### src/design/dv_sync_pkg.sv
// Shared widths and frame constants, for progressive input with at most 8191 lines per frame
`default_nettype none

package dv_sync_pkg;

	////////////////////////////////////////////////////////////
	// Vector types
	////////////////////////////////////////////////////////////

	// RGB888, red in [23:16], blue in [7:0]
	typedef logic [23:0] pixel_t;

	// Vertical line position inside a frame
	typedef logic [12:0] line_count_t;

	// Sync phase and line lengths in clk_vid cycles
	typedef logic [15:0] sync_count_t;

	////////////////////////////////////////////////////////////
	// Direct video timing constants
	////////////////////////////////////////////////////////////

	// Register stages behind the frame timing stage
	localparam int DV_PIPE_DEPTH = 2;

	// Past hsync samples that must be low before de may rise
	localparam int HS_HISTORY_LEN = 4;

	// First visible line counted from the end of vsync
	localparam line_count_t VDE_START_LINE = 13'd1;

	// Lines cut from the bottom of the measured frame
	localparam line_count_t VDE_END_MARGIN = 13'd3;

endpackage

`default_nettype wire

### src/design/csync_gen.sv
// Syncs must already be active high; serration timing is valid from the second full line onward
`timescale 1ns/1ps
`default_nettype none

module csync_gen
	import dv_sync_pkg::*;
(
	input  wire  clk_vid,
	input  wire  i_reset,
	input  logic i_hs,
	input  logic i_vs,
	output logic o_csync
);

	logic hs_d;
	logic hs_rise;
	logic hs_fall;

	// Length of the current hsync phase, counted from 1
	sync_count_t h_cnt;

	// Measured hsync pulse width
	sync_count_t hs_len;

	// Point in the low phase where the serration pulse starts
	sync_count_t serr_start;

	logic csync_hs;
	logic csync_vs;

	assign hs_rise = i_hs && !hs_d;
	assign hs_fall = hs_d && !i_hs;

	always_ff @(posedge clk_vid) begin
		if (i_reset) begin
			hs_d       <= 1'b0;
			h_cnt      <= '0;
			hs_len     <= '0;
			serr_start <= '0;
			csync_hs   <= 1'b0;
			csync_vs   <= 1'b0;
		end else begin
			hs_d     <= i_hs;
			csync_vs <= i_vs;

			if (hs_rise || hs_fall)
				h_cnt <= sync_count_t'(1);
			else
				h_cnt <= h_cnt + 1'b1;

			if (hs_fall)
				hs_len <= h_cnt;
			// Low phase length minus one pulse width
			if (hs_rise)
				serr_start <= h_cnt - hs_len;

			// Outside vsync hsync passes straight through
			if (!i_vs)
				csync_hs <= i_hs;
			else if (h_cnt == serr_start)
				csync_hs <= 1'b1;
			else if (hs_rise)
				csync_hs <= 1'b0;
		end
	end

	// Inverted during vsync so the pulse shows as a low notch
	assign o_csync = csync_vs ^ csync_hs;

endmodule

`default_nettype wire

### src/design/dv_delay_line.sv
// Fixed latency of DEPTH clocks with no enable; DEPTH must be at least 1
`timescale 1ns/1ps
`default_nettype none

module dv_delay_line
	import dv_sync_pkg::*;
#(
	parameter int DEPTH = DV_PIPE_DEPTH
) (
	input  wire    clk_vid,
	input  wire    i_reset,
	input  pixel_t i_pixel,
	input  logic   i_de,
	input  logic   i_hs,
	input  logic   i_vs,
	output pixel_t o_pixel,
	output logic   o_de,
	output logic   o_hs,
	output logic   o_vs
);

	// Stage 0 is nearest the input
	pixel_t           pix_pipe [DEPTH];
	logic [DEPTH-1:0] de_pipe;
	logic [DEPTH-1:0] hs_pipe;
	logic [DEPTH-1:0] vs_pipe;

	always_ff @(posedge clk_vid) begin
		if (i_reset) begin
			for (int k = 0; k < DEPTH; k++)
				pix_pipe[k] <= '0;
			de_pipe <= '0;
			hs_pipe <= '0;
			vs_pipe <= '0;
		end else begin
			pix_pipe[0] <= i_pixel;
			de_pipe[0]  <= i_de;
			hs_pipe[0]  <= i_hs;
			vs_pipe[0]  <= i_vs;

			// Shift the rest one stage along
			for (int k = 1; k < DEPTH; k++) begin
				pix_pipe[k] <= pix_pipe[k-1];
				de_pipe[k]  <= de_pipe[k-1];
				hs_pipe[k]  <= hs_pipe[k-1];
				vs_pipe[k]  <= vs_pipe[k-1];
			end
		end
	end

	assign o_pixel = pix_pipe[DEPTH-1];
	assign o_de    = de_pipe[DEPTH-1];
	assign o_hs    = hs_pipe[DEPTH-1];
	assign o_vs    = vs_pipe[DEPTH-1];

endmodule

`default_nettype wire

### src/design/dv_frame_timing.sv
// Input is treated as progressive; frame height is learned on the first vsync, so de is invalid before
`timescale 1ns/1ps
`default_nettype none

module dv_frame_timing
	import dv_sync_pkg::*;
(
	input  wire    clk_vid,
	input  wire    i_reset,
	input  logic   i_ce_pix,
	input  pixel_t i_pixel,
	input  logic   i_hs,
	input  logic   i_vs,
	input  logic   i_csync,
	input  logic   i_csync_en,
	output pixel_t o_pixel,
	output logic   o_de,
	output logic   o_hs,
	output logic   o_vs
);

	////////////////////////////////////////////////////////////
	// Horizontal history and line tracking
	////////////////////////////////////////////////////////////

	// Previous hsync samples, newest in bit 0
	logic [HS_HISTORY_LEN-1:0] hs_hist;

	logic hs_d;
	logic vs_d;
	logic hs_rise;

	// Line counter and captured frame height
	line_count_t vcnt;
	line_count_t vsz;

	// Vertical active window
	logic vde;
	logic de_next;

	assign hs_rise = i_hs && !hs_d;

	// Blank while hsync is high and a few pixels after it
	assign de_next = vde && !i_hs && (hs_hist == '0);

	always_ff @(posedge clk_vid) begin
		if (i_reset) begin
			hs_hist <= '0;
			hs_d    <= 1'b0;
			vs_d    <= 1'b0;
			vcnt    <= '0;
			vsz     <= '0;
			vde     <= 1'b0;
		end else if (i_ce_pix) begin
			hs_hist <= {hs_hist[HS_HISTORY_LEN-2:0], i_hs};
			hs_d    <= i_hs;

			// Vertical state only moves at line start
			if (hs_rise) begin
				vs_d <= i_vs;

				if (vcnt != '1)
					vcnt <= vcnt + 1'b1;
				if (!vs_d && i_vs)
					vsz <= vcnt;
				if (vs_d && !i_vs)
					vcnt <= '0;

				if (vcnt == VDE_START_LINE)
					vde <= 1'b1;
				if (vcnt == vsz - VDE_END_MARGIN)
					vde <= 1'b0;
			end
		end
	end

	////////////////////////////////////////////////////////////
	// First output stage
	////////////////////////////////////////////////////////////

	always_ff @(posedge clk_vid) begin
		if (i_reset) begin
			o_pixel <= '0;
			o_de    <= 1'b0;
			o_hs    <= 1'b0;
			o_vs    <= 1'b0;
		end else begin
			// Pixel data moves every clock
			o_pixel <= i_pixel;

			// Controls hold between pixel enables
			if (i_ce_pix) begin
				o_de <= de_next;
				o_hs <= i_csync_en ? i_csync : i_hs;
				o_vs <= i_vs;
			end
		end
	end

endmodule

`default_nettype wire

### src/design/dv_sync_top.sv
// Single clk_vid domain, no back-pressure; syncs settle only after two full periods of each input
`timescale 1ns/1ps
`default_nettype none

module dv_sync_top
	import dv_sync_pkg::*;
(
	input  wire    clk_vid,
	input  wire    i_reset,
	input  pixel_t i_pixel,
	input  logic   i_hs,
	input  logic   i_vs,
	input  logic   i_ce_pix,
	input  logic   i_csync_en,
	output pixel_t o_pixel,
	output logic   o_de,
	output logic   o_hs,
	output logic   o_vs
);

	// Active-high syncs
	logic hs_fix;
	logic vs_fix;
	logic cs;

	// First stage outputs
	pixel_t st1_pixel;
	logic   st1_de;
	logic   st1_hs;
	logic   st1_vs;

	////////////////////////////////////////////////////////////
	// Sync conditioning
	////////////////////////////////////////////////////////////

	sync_polarity_fix u_hs_fix (
		.clk_vid (clk_vid),
		.i_reset (i_reset),
		.i_sync  (i_hs),
		.o_sync  (hs_fix)
	);

	sync_polarity_fix u_vs_fix (
		.clk_vid (clk_vid),
		.i_reset (i_reset),
		.i_sync  (i_vs),
		.o_sync  (vs_fix)
	);

	csync_gen u_csync (
		.clk_vid (clk_vid),
		.i_reset (i_reset),
		.i_hs    (hs_fix),
		.i_vs    (vs_fix),
		.o_csync (cs)
	);

	////////////////////////////////////////////////////////////
	// Output timing
	////////////////////////////////////////////////////////////

	dv_frame_timing u_timing (
		.clk_vid    (clk_vid),
		.i_reset    (i_reset),
		.i_ce_pix   (i_ce_pix),
		.i_pixel    (i_pixel),
		.i_hs       (hs_fix),
		.i_vs       (vs_fix),
		.i_csync    (cs),
		.i_csync_en (i_csync_en),
		.o_pixel    (st1_pixel),
		.o_de       (st1_de),
		.o_hs       (st1_hs),
		.o_vs       (st1_vs)
	);

	dv_delay_line #(
		.DEPTH (DV_PIPE_DEPTH)
	) u_delay (
		.clk_vid (clk_vid),
		.i_reset (i_reset),
		.i_pixel (st1_pixel),
		.i_de    (st1_de),
		.i_hs    (st1_hs),
		.i_vs    (st1_vs),
		.o_pixel (o_pixel),
		.o_de    (o_de),
		.o_hs    (o_hs),
		.o_vs    (o_vs)
	);

endmodule

`default_nettype wire

### src/design/sync_polarity_fix.sv
// Output is active high only once two full sync periods have been seen; phases over 65535 cycles saturate
`timescale 1ns/1ps
`default_nettype none

module sync_polarity_fix
	import dv_sync_pkg::*;
(
	input  wire  clk_vid,
	input  wire  i_reset,
	input  logic i_sync,
	output logic o_sync
);

	// Two-stage sample of the raw sync
	logic sync_d1;
	logic sync_d2;
	logic sync_rise;
	logic sync_fall;

	// Cycles since the last transition
	sync_count_t run_cnt;

	// Last measured phase lengths
	sync_count_t high_len;
	sync_count_t low_len;

	// Set when the sync idles high
	logic pol;

	assign sync_rise = sync_d1 && !sync_d2;
	assign sync_fall = sync_d2 && !sync_d1;

	always_ff @(posedge clk_vid) begin
		if (i_reset) begin
			sync_d1  <= 1'b0;
			sync_d2  <= 1'b0;
			run_cnt  <= '0;
			high_len <= '0;
			low_len  <= '0;
			pol      <= 1'b0;
		end else begin
			sync_d1 <= i_sync;
			sync_d2 <= sync_d1;

			// A rising edge ends a low phase and vice versa
			if (sync_rise)
				low_len <= run_cnt;
			if (sync_fall)
				high_len <= run_cnt;

			if (sync_rise || sync_fall)
				run_cnt <= '0;
			else if (run_cnt != '1)
				run_cnt <= run_cnt + 1'b1;

			// The pulse is the shorter phase
			pol <= (high_len > low_len);
		end
	end

	assign o_sync = i_sync ^ pol;

endmodule

`default_nettype wire

### config.mk
export PLATFORM = sky130hd
export DESIGN_NAME = dv_sync_top
export DESIGN_NICKNAME = d
export VERILOG_FILES = /design/src/design/dv_sync_pkg.sv /design/src/design/csync_gen.sv /design/src/design/dv_delay_line.sv /design/src/design/dv_frame_timing.sv /design/src/design/dv_sync_top.sv /design/src/design/sync_polarity_fix.sv
export SDC_FILE = /design/constraint.sdc
export NUM_CORES = 1
export LEC_CHECK = 0
export ABC_AREA = 1
export BUFFER_PORTS_ARGS = -buffer_cell sky130_fd_sc_hd__buf_2
export CAP_MARGIN = 20
export CORE_AREA = 2 2 159 161
export DETAILED_ROUTE_END_ITERATION = 10
export DIE_AREA = 0 0 161 163
export MAX_ROUTING_LAYER = met4
export PLACE_DENSITY = 0.67
export SKIP_CTS_REPAIR_TIMING = 1
export SLEW_MARGIN = 20
export SYNTH_ARGS = -nofsm -noshare
export SYNTH_HDL_FRONTEND = slang
export SYNTH_SLANG_ARGS = --single-unit
### constraint.sdc
create_clock -name clk_vid -period 3.37 [get_ports clk_vid]
set_input_delay 0.5055 -clock clk_vid [delete_from_list [all_inputs] [get_ports clk_vid]]
set_output_delay 0.5055 -clock clk_vid [all_outputs]
set_load 0.005 [all_outputs]
==> results.json, run 1 <==
{
  "status": "completed",
  "drt-initial-drc-count": 645,
  "p_per_area_nw_per_um2": 561.3,
  "p_switching_mw": 1.955,
  "maxCapViolations": 0,
  "syn_avg_cell_area_um2": 7.519,
  "met2RoutedLength_mm": 11.40,
  "core_area_um2": 24670,
  "ios": 57,
  "critPathMaxFanout": 5,
  "cts-root-buf": "clkbuf_16",
  "finalClockSkew_ps": 14.15,
  "place_area_um2": 12530,
  "die_y_um": 163,
  "worstSkewPairLatency_ps": 540,
  "first_pass_iters": 5,
  "overflow": 0,
  "yosys_register_bits": 266,
  "critPathSlowestCell": "fa_1",
  "synth.distinct_cells": 47,
  "synthArstFlopShare": 0,
  "dr_total_vias": 9871,
  "wl_per_cell_um": 12.47,
  "path_cells": "inv_1, ha_1, fa_1, o21ai_1, nand2_1, nand2_1, nand3b_1, nand3_1, nand2_1, nor2_1, nor2_1",
  "cts_buffers": 28,
  "grt_pass1_wl_mm": 42.37,
  "nNetsFinal": 1728,
  "synth_top_cell_by_area": "dfxtp_1",
  "synth_common_cells": "286 x inv_1, 266 x dfxtp_1, 194 x nand2_1",
  "place_congestion": 0.8881,
  "grt_pass1_vias": 9260,
  "yosysTopAreaCellShare": 0.4380,
  "port_buffers": 56,
  "hold_ws_ps": 171.0,
  "wl_met1_mm": 11.81,
  "cts_buffer_depth": 3,
  "cp-start-kind": "flip-flop",
  "cp.arrival_ps": 2490,
  "critical_path_class": "flip-flop to flip-flop",
  "end_kind": "flip-flop",
  "ys_warn_count": 0,
  "die_w_um": 161,
  "cts_tree": "yes",
  "ys_seq_area_frac": 0.4380,
  "p_int_mw": 5.617,
  "grt_usage": 0.1962,
  "cts_sinks": 266,
  "ir_worst_vdd_mv": 0.4009,
  "drc": 0,
  "h-tree-depth": 1,
  "synth_area_um2": 12160,
  "synth_cells": 1617,
  "grt_max_degree": 101,
  "antenna_found_initial": 0,
  "synth_edf_count": 0,
  "crit_top_cell": "nand2_1",
  "seqPwrFrac": 0.453,
  "final_hold_viol_count": 0,
  "hold_class": "input pin to flip-flop",
  "ant_nets": 0,
  "ys.flop_type": "dfxtp_1",
  "power.leakage_nw": 5.997,
  "min_period_over_period": 0.6094,
  "pwr-share-clk": 0.417,
  "fin_setup_tns_ps": 0,
  "initial_utilization": 0.4927,
  "wirelength_mm": 24.80,
  "slew_violations": 0,
  "design_area_um2": 13490,
  "yosys-top-cells-area": "dfxtp_1 44%, inv_1 8.8%, a21oi_1 7.3%",
  "vias_per_cell": 4.965,
  "p_sw_frac": 0.2582,
  "dpl.hpwl_mm": 17.32,
  "fmax_mhz": 487.0,
  "synth_nets": 1707,
  "slowest_delay_ps": 430,
  "comb_power_share": 0.129,
  "worst_pin_slew_ps": 1036,
  "n_antenna_cell": 0,
  "highest_layer": "met4",
  "yosysMostFrequentCell": "inv_1",
  "final_core_util": 0.5468,
  "period_needed_ps": 2054,
  "drive_above_1_share": 0.09710,
  "crit_required_ps": 3810,
  "dieArea_um2": 26240,
  "areaGrowthSynthToFinish_pct": 10.96,
  "dr_wl_met3_mm": 1.012,
  "rsz0062_at_grt": "no",
  "relSlewSlack": 0.3094,
  "clkTransAtPathRegs_ps": 60,
  "num_rows": 58,
  "setup_violations": 0
}
## path summary, 6_finish.rpt
path                              from                      end  slack, ps  depth (start not counted)
setup / recovery      u_csync.h_cnt[0]   u_csync.serr_start[14]       1320                         11
hold / removal              i_pixel[8]      u_timing.o_pixel[8]        170                          3
setup reg to reg      u_csync.h_cnt[0]   u_csync.serr_start[14]       1320                         11
hold reg to reg   u_timing.o_pixel[22]  u_delay.pix_pipe[0][22]        390                          2
## worst max-delay path, delay by kind of cell (launching register included)
family / cells / cell delay [ps]
adder cells (fa/ha/maj): 2 / 640
AND/OR/NAND/NOR: 7 / 540
flip-flops: 1 / 410
AO/OA/AOI/OAI: 1 / 290
buffers and inverters: 1 / 80
## metrics by stage
stage	setup slack (ps)	total power [mW]	instances
5_1_grt	1116	7.958	1988
4_1_cts	1332	7.650	1988
2_1_floorplan	1492	4.240	1617
3_5_place_dp	1100	4.473	1938
6_report	1316	7.572	1988
3_3_place_gp	1198	4.452	1938
## layer usage
layer  vias to the layer above  track usage
li1                       5177            -
met3                        46      0.02597
met2                       172       0.3318
met4                         0      0.05925
met5                         -            -
met1                      4476       0.2458
## cell type report
| type | instances | area [µm²] |
|---|---|---|
| fillers | 2376 | 11180 |
| inverters | 294 | 1105 |
| flip-flops and latches | 266 | 5325 |
| multi-input cells | 986 | 5348 |
| repair buffers | 62 | 340.3 |
| clock buffers | 40 | 827.0 |
| clock inverters | 10 | 132.6 |
| well taps | 330 | 412.9 |
## cell usage in the layout, fill, tap and decap left out, types with 7 or more instances in the layout
| cell type | synthesis | routed |
|---|---|---|
| o21ai_0 | 139 | 139 |
| clkbuf_16 | 0 | 29 |
| nor2_1 | 181 | 181 |
| nand2_1 | 194 | 194 |
| nor2_4 | 9 | 9 |
| ha_1 | 59 | 59 |
| o21ai_1 | 13 | 13 |
| dfxtp_1 | 266 | 266 |
| xnor2_1 | 16 | 16 |
| nand4_1 | 25 | 25 |
| inv_1 | 286 | 285 |
| nor3_1 | 21 | 21 |
| inv_2 | 6 | 7 |
| xor2_1 | 23 | 23 |
| buf_2 | 3 | 55 |
| nand3_1 | 61 | 61 |
| nand2_2 | 14 | 14 |
| a21oi_1 | 177 | 177 |
## power groups by stage
stage,Sequential (mW),Combinational (mW),Clock (mW)
final,3.43,0.978,3.16
after global routing,3.45,1.13,3.37
after CTS,3.43,0.982,3.23
after detailed placement,3.50,0.972,0
after global placement,3.50,0.956,0
after floorplan,3.47,0.772,0
## logic make-up (layout without fill, tap and decap cells)
logic type	after synthesis	in the layout	share of synthesized area
AOI/OAI and AO/OA	353	353	0.1505
xor gates and xnor gates	39	39	0.02809
adders and majority gates	60	60	0.06237
buffers and inverters	365	406	0.1222
DFF	266	266	0.4380
and+or+nand+nor	534	534	0.1989
## sequential cells by signal, summed over array words and instances, names as in the netlist, 13 cells and up
register	count
u_hs_fix.run_cnt	16
u_timing.vsz	13
u_vs_fix.run_cnt	16
u_csync.hs_len	16
u_timing.o_pixel	24
u_hs_fix.low_len	16
u_hs_fix.high_len	16
u_csync.serr_start	16
u_csync.h_cnt	16
u_vs_fix.low_len	16
u_vs_fix.high_len	16
u_delay.pix_pipe	48
u_timing.vcnt	13
Power figures use the tool's default switching activity.
==> run 2: changes to the inputs <==
clock period = 1.9 ns   (was 3.37 ns; I/O delays follow)
==> run 2 against run 1 <==
Via count increased by 1.7%. Sequential power up 77%. First-iteration DRC count is 6.7% higher. Die area unchanged. Critical path depth stayed put. Cell area grew 4.1%. Register-to-register slack worse by 1200 ps. Critical endpoint unchanged. Largest cell class unchanged. Largest power group unchanged.
==> results.json, run 2 (synthesis gave the netlist of run 1 again) <==
{
  "status": "completed",
  "dieArea_um2": 26240,
  "maxCapViolations": 0,
  "grt_usage": 0.1938,
  "power.leakage_nw": 6.248,
  "cts_tree": "yes",
  "clkTransAtPathRegs_ps": 60,
  "final_common_cell": "inv_1",
  "h-tree-depth": 1,
  "worst_pin_slew_ps": 475.3,
  "fmax_mhz": 553.2,
  "port_buffers": 56,
  "final_cell_mix": "285 x inv_1, 266 x dfxtp_1, 192 x nand2_1, 180 x nor2_1, 173 x a21oi_1",
  "core_area_um2": 24670,
  "ff_latch_area_um2": 5325,
  "grt_pass1_wl_mm": 41.98,
  "place_congestion": 0.9419,
  "wirelength_mm": 25.36,
  "end_kind": "flip-flop",
  "worstSkewPairLatency_ps": 540,
  "dp_cells": 1966,
  "cts-root-buf": "clkbuf_16",
  "ant_nets": 0,
  "hold_class": "input pin to flip-flop",
  "cts_buffer_depth": 3,
  "grt_max_degree": 117,
  "min_period_over_period": 0.9515,
  "top_register": "u_delay.pix_pipe",
  "drt-initial-drc-count": 688,
  "die_y_um": 163,
  "p_per_area_nw_per_um2": 968.2,
  "largest_reg_flops": 48,
  "power_mw": 13.60,
  "cts_buffers": 28,
  "multi_input_area_um2": 5405,
  "initial_utilization": 0.4927,
  "wl_per_cell_um": 12.41,
  "cp-start-kind": "flip-flop",
  "dpl.hpwl_mm": 17.55,
  "areaGrowthSynthToFinish_pct": 15.52,
  "grt_pass1_vias": 9166,
  "final_hold_viol_count": 0,
  "num_rows": 58,
  "antenna_found_initial": 1,
  "drc": 0,
  "finalClockSkew_ps": 10.67,
  "crit_required_ps": 2330,
  "nNetsFinal": 1783,
  "ir_worst_vdd_mv": 0.7005,
  "first_pass_iters": 7,
  "critical_path_class": "flip-flop to flip-flop",
  "relSlewSlack": 0.6832,
  "dr_total_vias": 10040,
  "ios": 57,
  "drive_above_1_share": 0.1208,
  "cts_sinks": 266,
  "largest_registers": "u_delay.pix_pipe: 48 flops, u_timing.o_pixel: 24 flops",
  "period_needed_ps": 1808,
  "vias_per_cell": 4.913,
  "rsz0062_at_grt": "yes",
  "critPathMaxFanout": 3,
  "die_w_um": 161,
  "fin_cells": 2044,
  "fillCellCount": 2307,
  "cp.arrival_ps": 2240,
  "overflow": 0,
  "setup_violations": 0,
  "slew_violations": 0
}
## run 2: cell types whose count changed in the layout (fill, tap and decap cells not counted), moves of 2 or more
cell           change
a21oi_1            -4
clkbuf_1           -3
a21oi_2            +4
nand2_1            -2
ha_2               +2
ha_1               -3
nand2_2            +2
clkinvlp_4         +6
dlygate4sd3_1     +25
buf_4             +29
o21ai_1            -2
## run 2: metrics by stage
stage | instance area (µm²) | hold slack (ps) | setup slack [ps] | utilization | TNS (ps)
finish | 14040 | 16.61 | 92.23 | 0.5692 | 0
global route | 14040 | 15.92 | -38.21 | 0.5692 | -68.62
CTS | 13720 | -69.06 | -31.04 | 0.5560 | -31.04
detailed placement | 12750 | 393.5 | -14.60 | 0.5169 | -14.60
global placement | 12750 | 388.8 | 20.58 | 0.5169 | 0
floorplan | 12160 | 378.7 | 21.96 | - | 0
## run 2: routing by layer
metal,GRT usage,part of all wire
met4,0.05317,0.019
met3,0.02954,0.046
met1,0.2522,0.48
met2,0.3158,0.46
met5,-,0
## run 2: path summary, 6_finish.rpt
| check | start | to | slack (ps) | depth (start not counted) |
|---|---|---|---|---|
| worst max-delay path | u_csync.h_cnt[0] | u_csync.serr_start[14] | 90 | 11 |
| worst max register to register | u_csync.h_cnt[0] | u_csync.serr_start[14] | 90 | 11 |
| worst min register to register | u_timing.o_pixel[23] | u_delay.pix_pipe[0][23] | 400 | 2 |
| worst min-delay path | i_ce_pix | u_timing.hs_hist[1] | 20 | 2 |
## run 2: where the power goes
group / switching (mW) / total [mW] / internal [mW] / leakage, nW
sequential: 0.173 / 6.07 / 5.90 / 2.18
clock: 2.24 / 5.62 / 3.38 / 0.459
combinational: 1.15 / 1.91 / 0.752 / 3.61
## run 2: critical path, stage by stage (launching register included)
cell      delay [ps]
dfxtp_1          340
inv_1             70
ha_2             200
fa_2             410
o21ai_4          160
nand2_1           80
nand2_2           80
nand3b_1          90
nand3_1           80
nand2_1           50
nor2_1            80
nor2_1            40
## run 2: area by class of cell
class,instances,area share
multi-input combinational,986,0.3849
sequential,266,0.3792
inverter,294,0.07866
timing repair buffer,117,0.05898
clock buffer,36,0.05710
tap,330,0.02940
clock inverter,14,0.01167
antenna,1,0.0001782
==> run 3: changes to the inputs <==
CORE_AREA = 2 2 114 226   (was 2 2 159 161)
DIE_AREA = 0 0 116 228   (was 0 0 161 163)
PLACE_DENSITY = 0.66   (was 0.67)
==> run 3 against run 2 <==
The flow now finishes with violations (negative hold slack). First-iteration DRC count is 19% lower. Clock skew rose by 3.0 ps. Non-clock buffer count did not move.
==> results.json, run 3 (synthesis gave the netlist of run 1 again) <==
{
  "status": "complete, but fails checks",
  "violations": "negative hold slack",
  "fmax_mhz": 566.6,
  "cts_tree": "yes",
  "ant_nets": 0,
  "num_rows": 82,
  "relSlewSlack": 0.7030,
  "cts_buffers": 25,
  "crit_required_ps": 2320,
  "hold_ws_ps": -19.20,
  "cts_sinks": 266,
  "fillCellCount": 2372,
  "critPathMaxFanout": 3,
  "dr_total_vias": 10130,
  "min_period_over_period": 0.9288,
  "n_antenna_cell": 0,
  "cp-start-kind": "flip-flop",
  "antenna_found_initial": 0,
  "cts-root-buf": "clkbuf_16",
  "final_cell_mix": "285 x inv_1, 266 x dfxtp_1, 194 x nand2_1, 181 x nor2_1, 175 x a21oi_1",
  "die_y_um": 228,
  "critPathSlowestCell": "fa_2",
  "critical_path_class": "flip-flop to flip-flop",
  "period_needed_ps": 1765,
  "setup_violations": 0,
  "ir_worst_vdd_mv": 0.9474,
  "drc": 0,
  "wl_per_cell_um": 12.56,
  "final_hold_viol_count": 1,
  "h-tree-depth": 1,
  "multi_input_area_um2": 5388,
  "dpl.hpwl_mm": 18.16,
  "ios": 57,
  "vias_per_cell": 4.954,
  "place_congestion": 0.8847,
  "slowest_delay_ps": 370,
  "worst_pin_slew_ps": 444.9,
  "drt-initial-drc-count": 559,
  "die_w_um": 116,
  "fin_cells": 2045,
  "grt_max_degree": 86,
  "p_per_area_nw_per_um2": 941.6,
  "fin_setup_tns_ps": 0,
  "crit_family": "adder cells",
  "rsz0062_at_grt": "no",
  "dp_cells": 1976,
  "wirelength_mm": 25.68,
  "path_cells": "inv_1, ha_1, fa_2, o21ai_2, nand2_1, nand2_1, nand3b_1, nand3_1, nand2_1, nor2_1, nor2_1",
  "maxCapViolations": 0,
  "end_kind": "flip-flop",
  "power.leakage_nw": 6.197,
  "drive_above_1_share": 0.1170,
  "cts_buffer_depth": 3,
  "ff_latch_area_um2": 5325,
  "overflow": 0,
  "dieArea_um2": 26450,
  "slew_violations": 0,
  "clkTransAtPathRegs_ps": 70,
  "final_common_cell": "inv_1",
  "cp.arrival_ps": 2180,
  "grt_usage": 0.1972,
  "crit_top_cell": "nand2_1",
  "worstSkewPairLatency_ps": 530,
  "areaGrowthSynthToFinish_pct": 14.41,
  "grt_pass1_wl_mm": 42.89,
  "finalClockSkew_ps": 13.64,
  "hold_class": "input pin to flip-flop",
  "port_buffers": 56,
  "initial_utilization": 0.4897,
  "largest_registers": "u_delay.pix_pipe: 48 flops, u_timing.o_pixel: 24 flops",
  "worst-path-buf-inv": 1,
  "top_register": "u_delay.pix_pipe",
  "largest_reg_flops": 48,
  "first_pass_iters": 5,
  "grt_pass1_vias": 9494,
  "core_area_um2": 24830,
  "nNetsFinal": 1780
}
run 3: final cells by class:
| cell class | instances | area share |
|---|---|---|
| multi-input combinational | 986 | 0.3873 |
| sequential | 266 | 0.3828 |
| inverter | 294 | 0.07943 |
| timing repair buffer | 117 | 0.05901 |
| clock buffer | 31 | 0.04875 |
| tap | 336 | 0.03022 |
| clock inverter | 15 | 0.01241 |
run 3: path summary, 6_finish.rpt:
| kind | start | endpoint | slack (ps) | depth (start not counted) |
|---|---|---|---|---|
| setup / recovery | u_csync.h_cnt[0] | u_csync.serr_start[14] | 140 | 11 |
| hold / removal | i_pixel[4] | u_timing.o_pixel[4] | -20 | 3 |
| setup reg to reg | u_csync.h_cnt[0] | u_csync.serr_start[14] | 140 | 11 |
| hold reg to reg | u_delay.pix_pipe[0][1] | u_delay.pix_pipe[0][25] | 390 | 2 |
run 3: power by group:
part | switching, mW | leakage [nW] | internal [mW]
Clock | 2.17 | 0.413 | 2.97
Combinational | 1.14 | 3.61 | 0.743
Sequential | 0.180 | 2.18 | 5.89
Total | 3.49 | 6.20 | 9.61
run 3: worst reg2reg max path, cell delays in order, from the launching register on:
cell,delay [ps]
dfxtp_1,330
inv_1,50
ha_1,210
fa_2,370
o21ai_2,160
nand2_1,70
nand2_1,100
nand3b_1,110
nand3_1,80
nand2_1,50
nor2_1,90
nor2_1,40
run 3: stage by stage:
stage,setup WS (ps),power (mW),cell area (µm²),utilization,hold slack (ps)
finish,135.2,13.10,13910,0.5602,-19.20
global route,5.165,13.81,13910,0.5602,3.455
CTS,39.72,13.18,13640,0.5494,-56.01
detailed placement,59.71,8.025,12790,0.5152,394.4
global placement,40.73,7.979,12790,0.5152,389.7
floorplan,21.96,7.521,12160,-,378.7
run 3: routing by layer:
metal | wire length [µm] | global-route usage | part of all wire
met1 | 11590 | 0.2514 | 0.45
met2 | 12480 | 0.3302 | 0.49
met3 | 1127 | 0.02604 | 0.044
met4 | 476 | 0.04650 | 0.019
met5 | 0 | - | 0
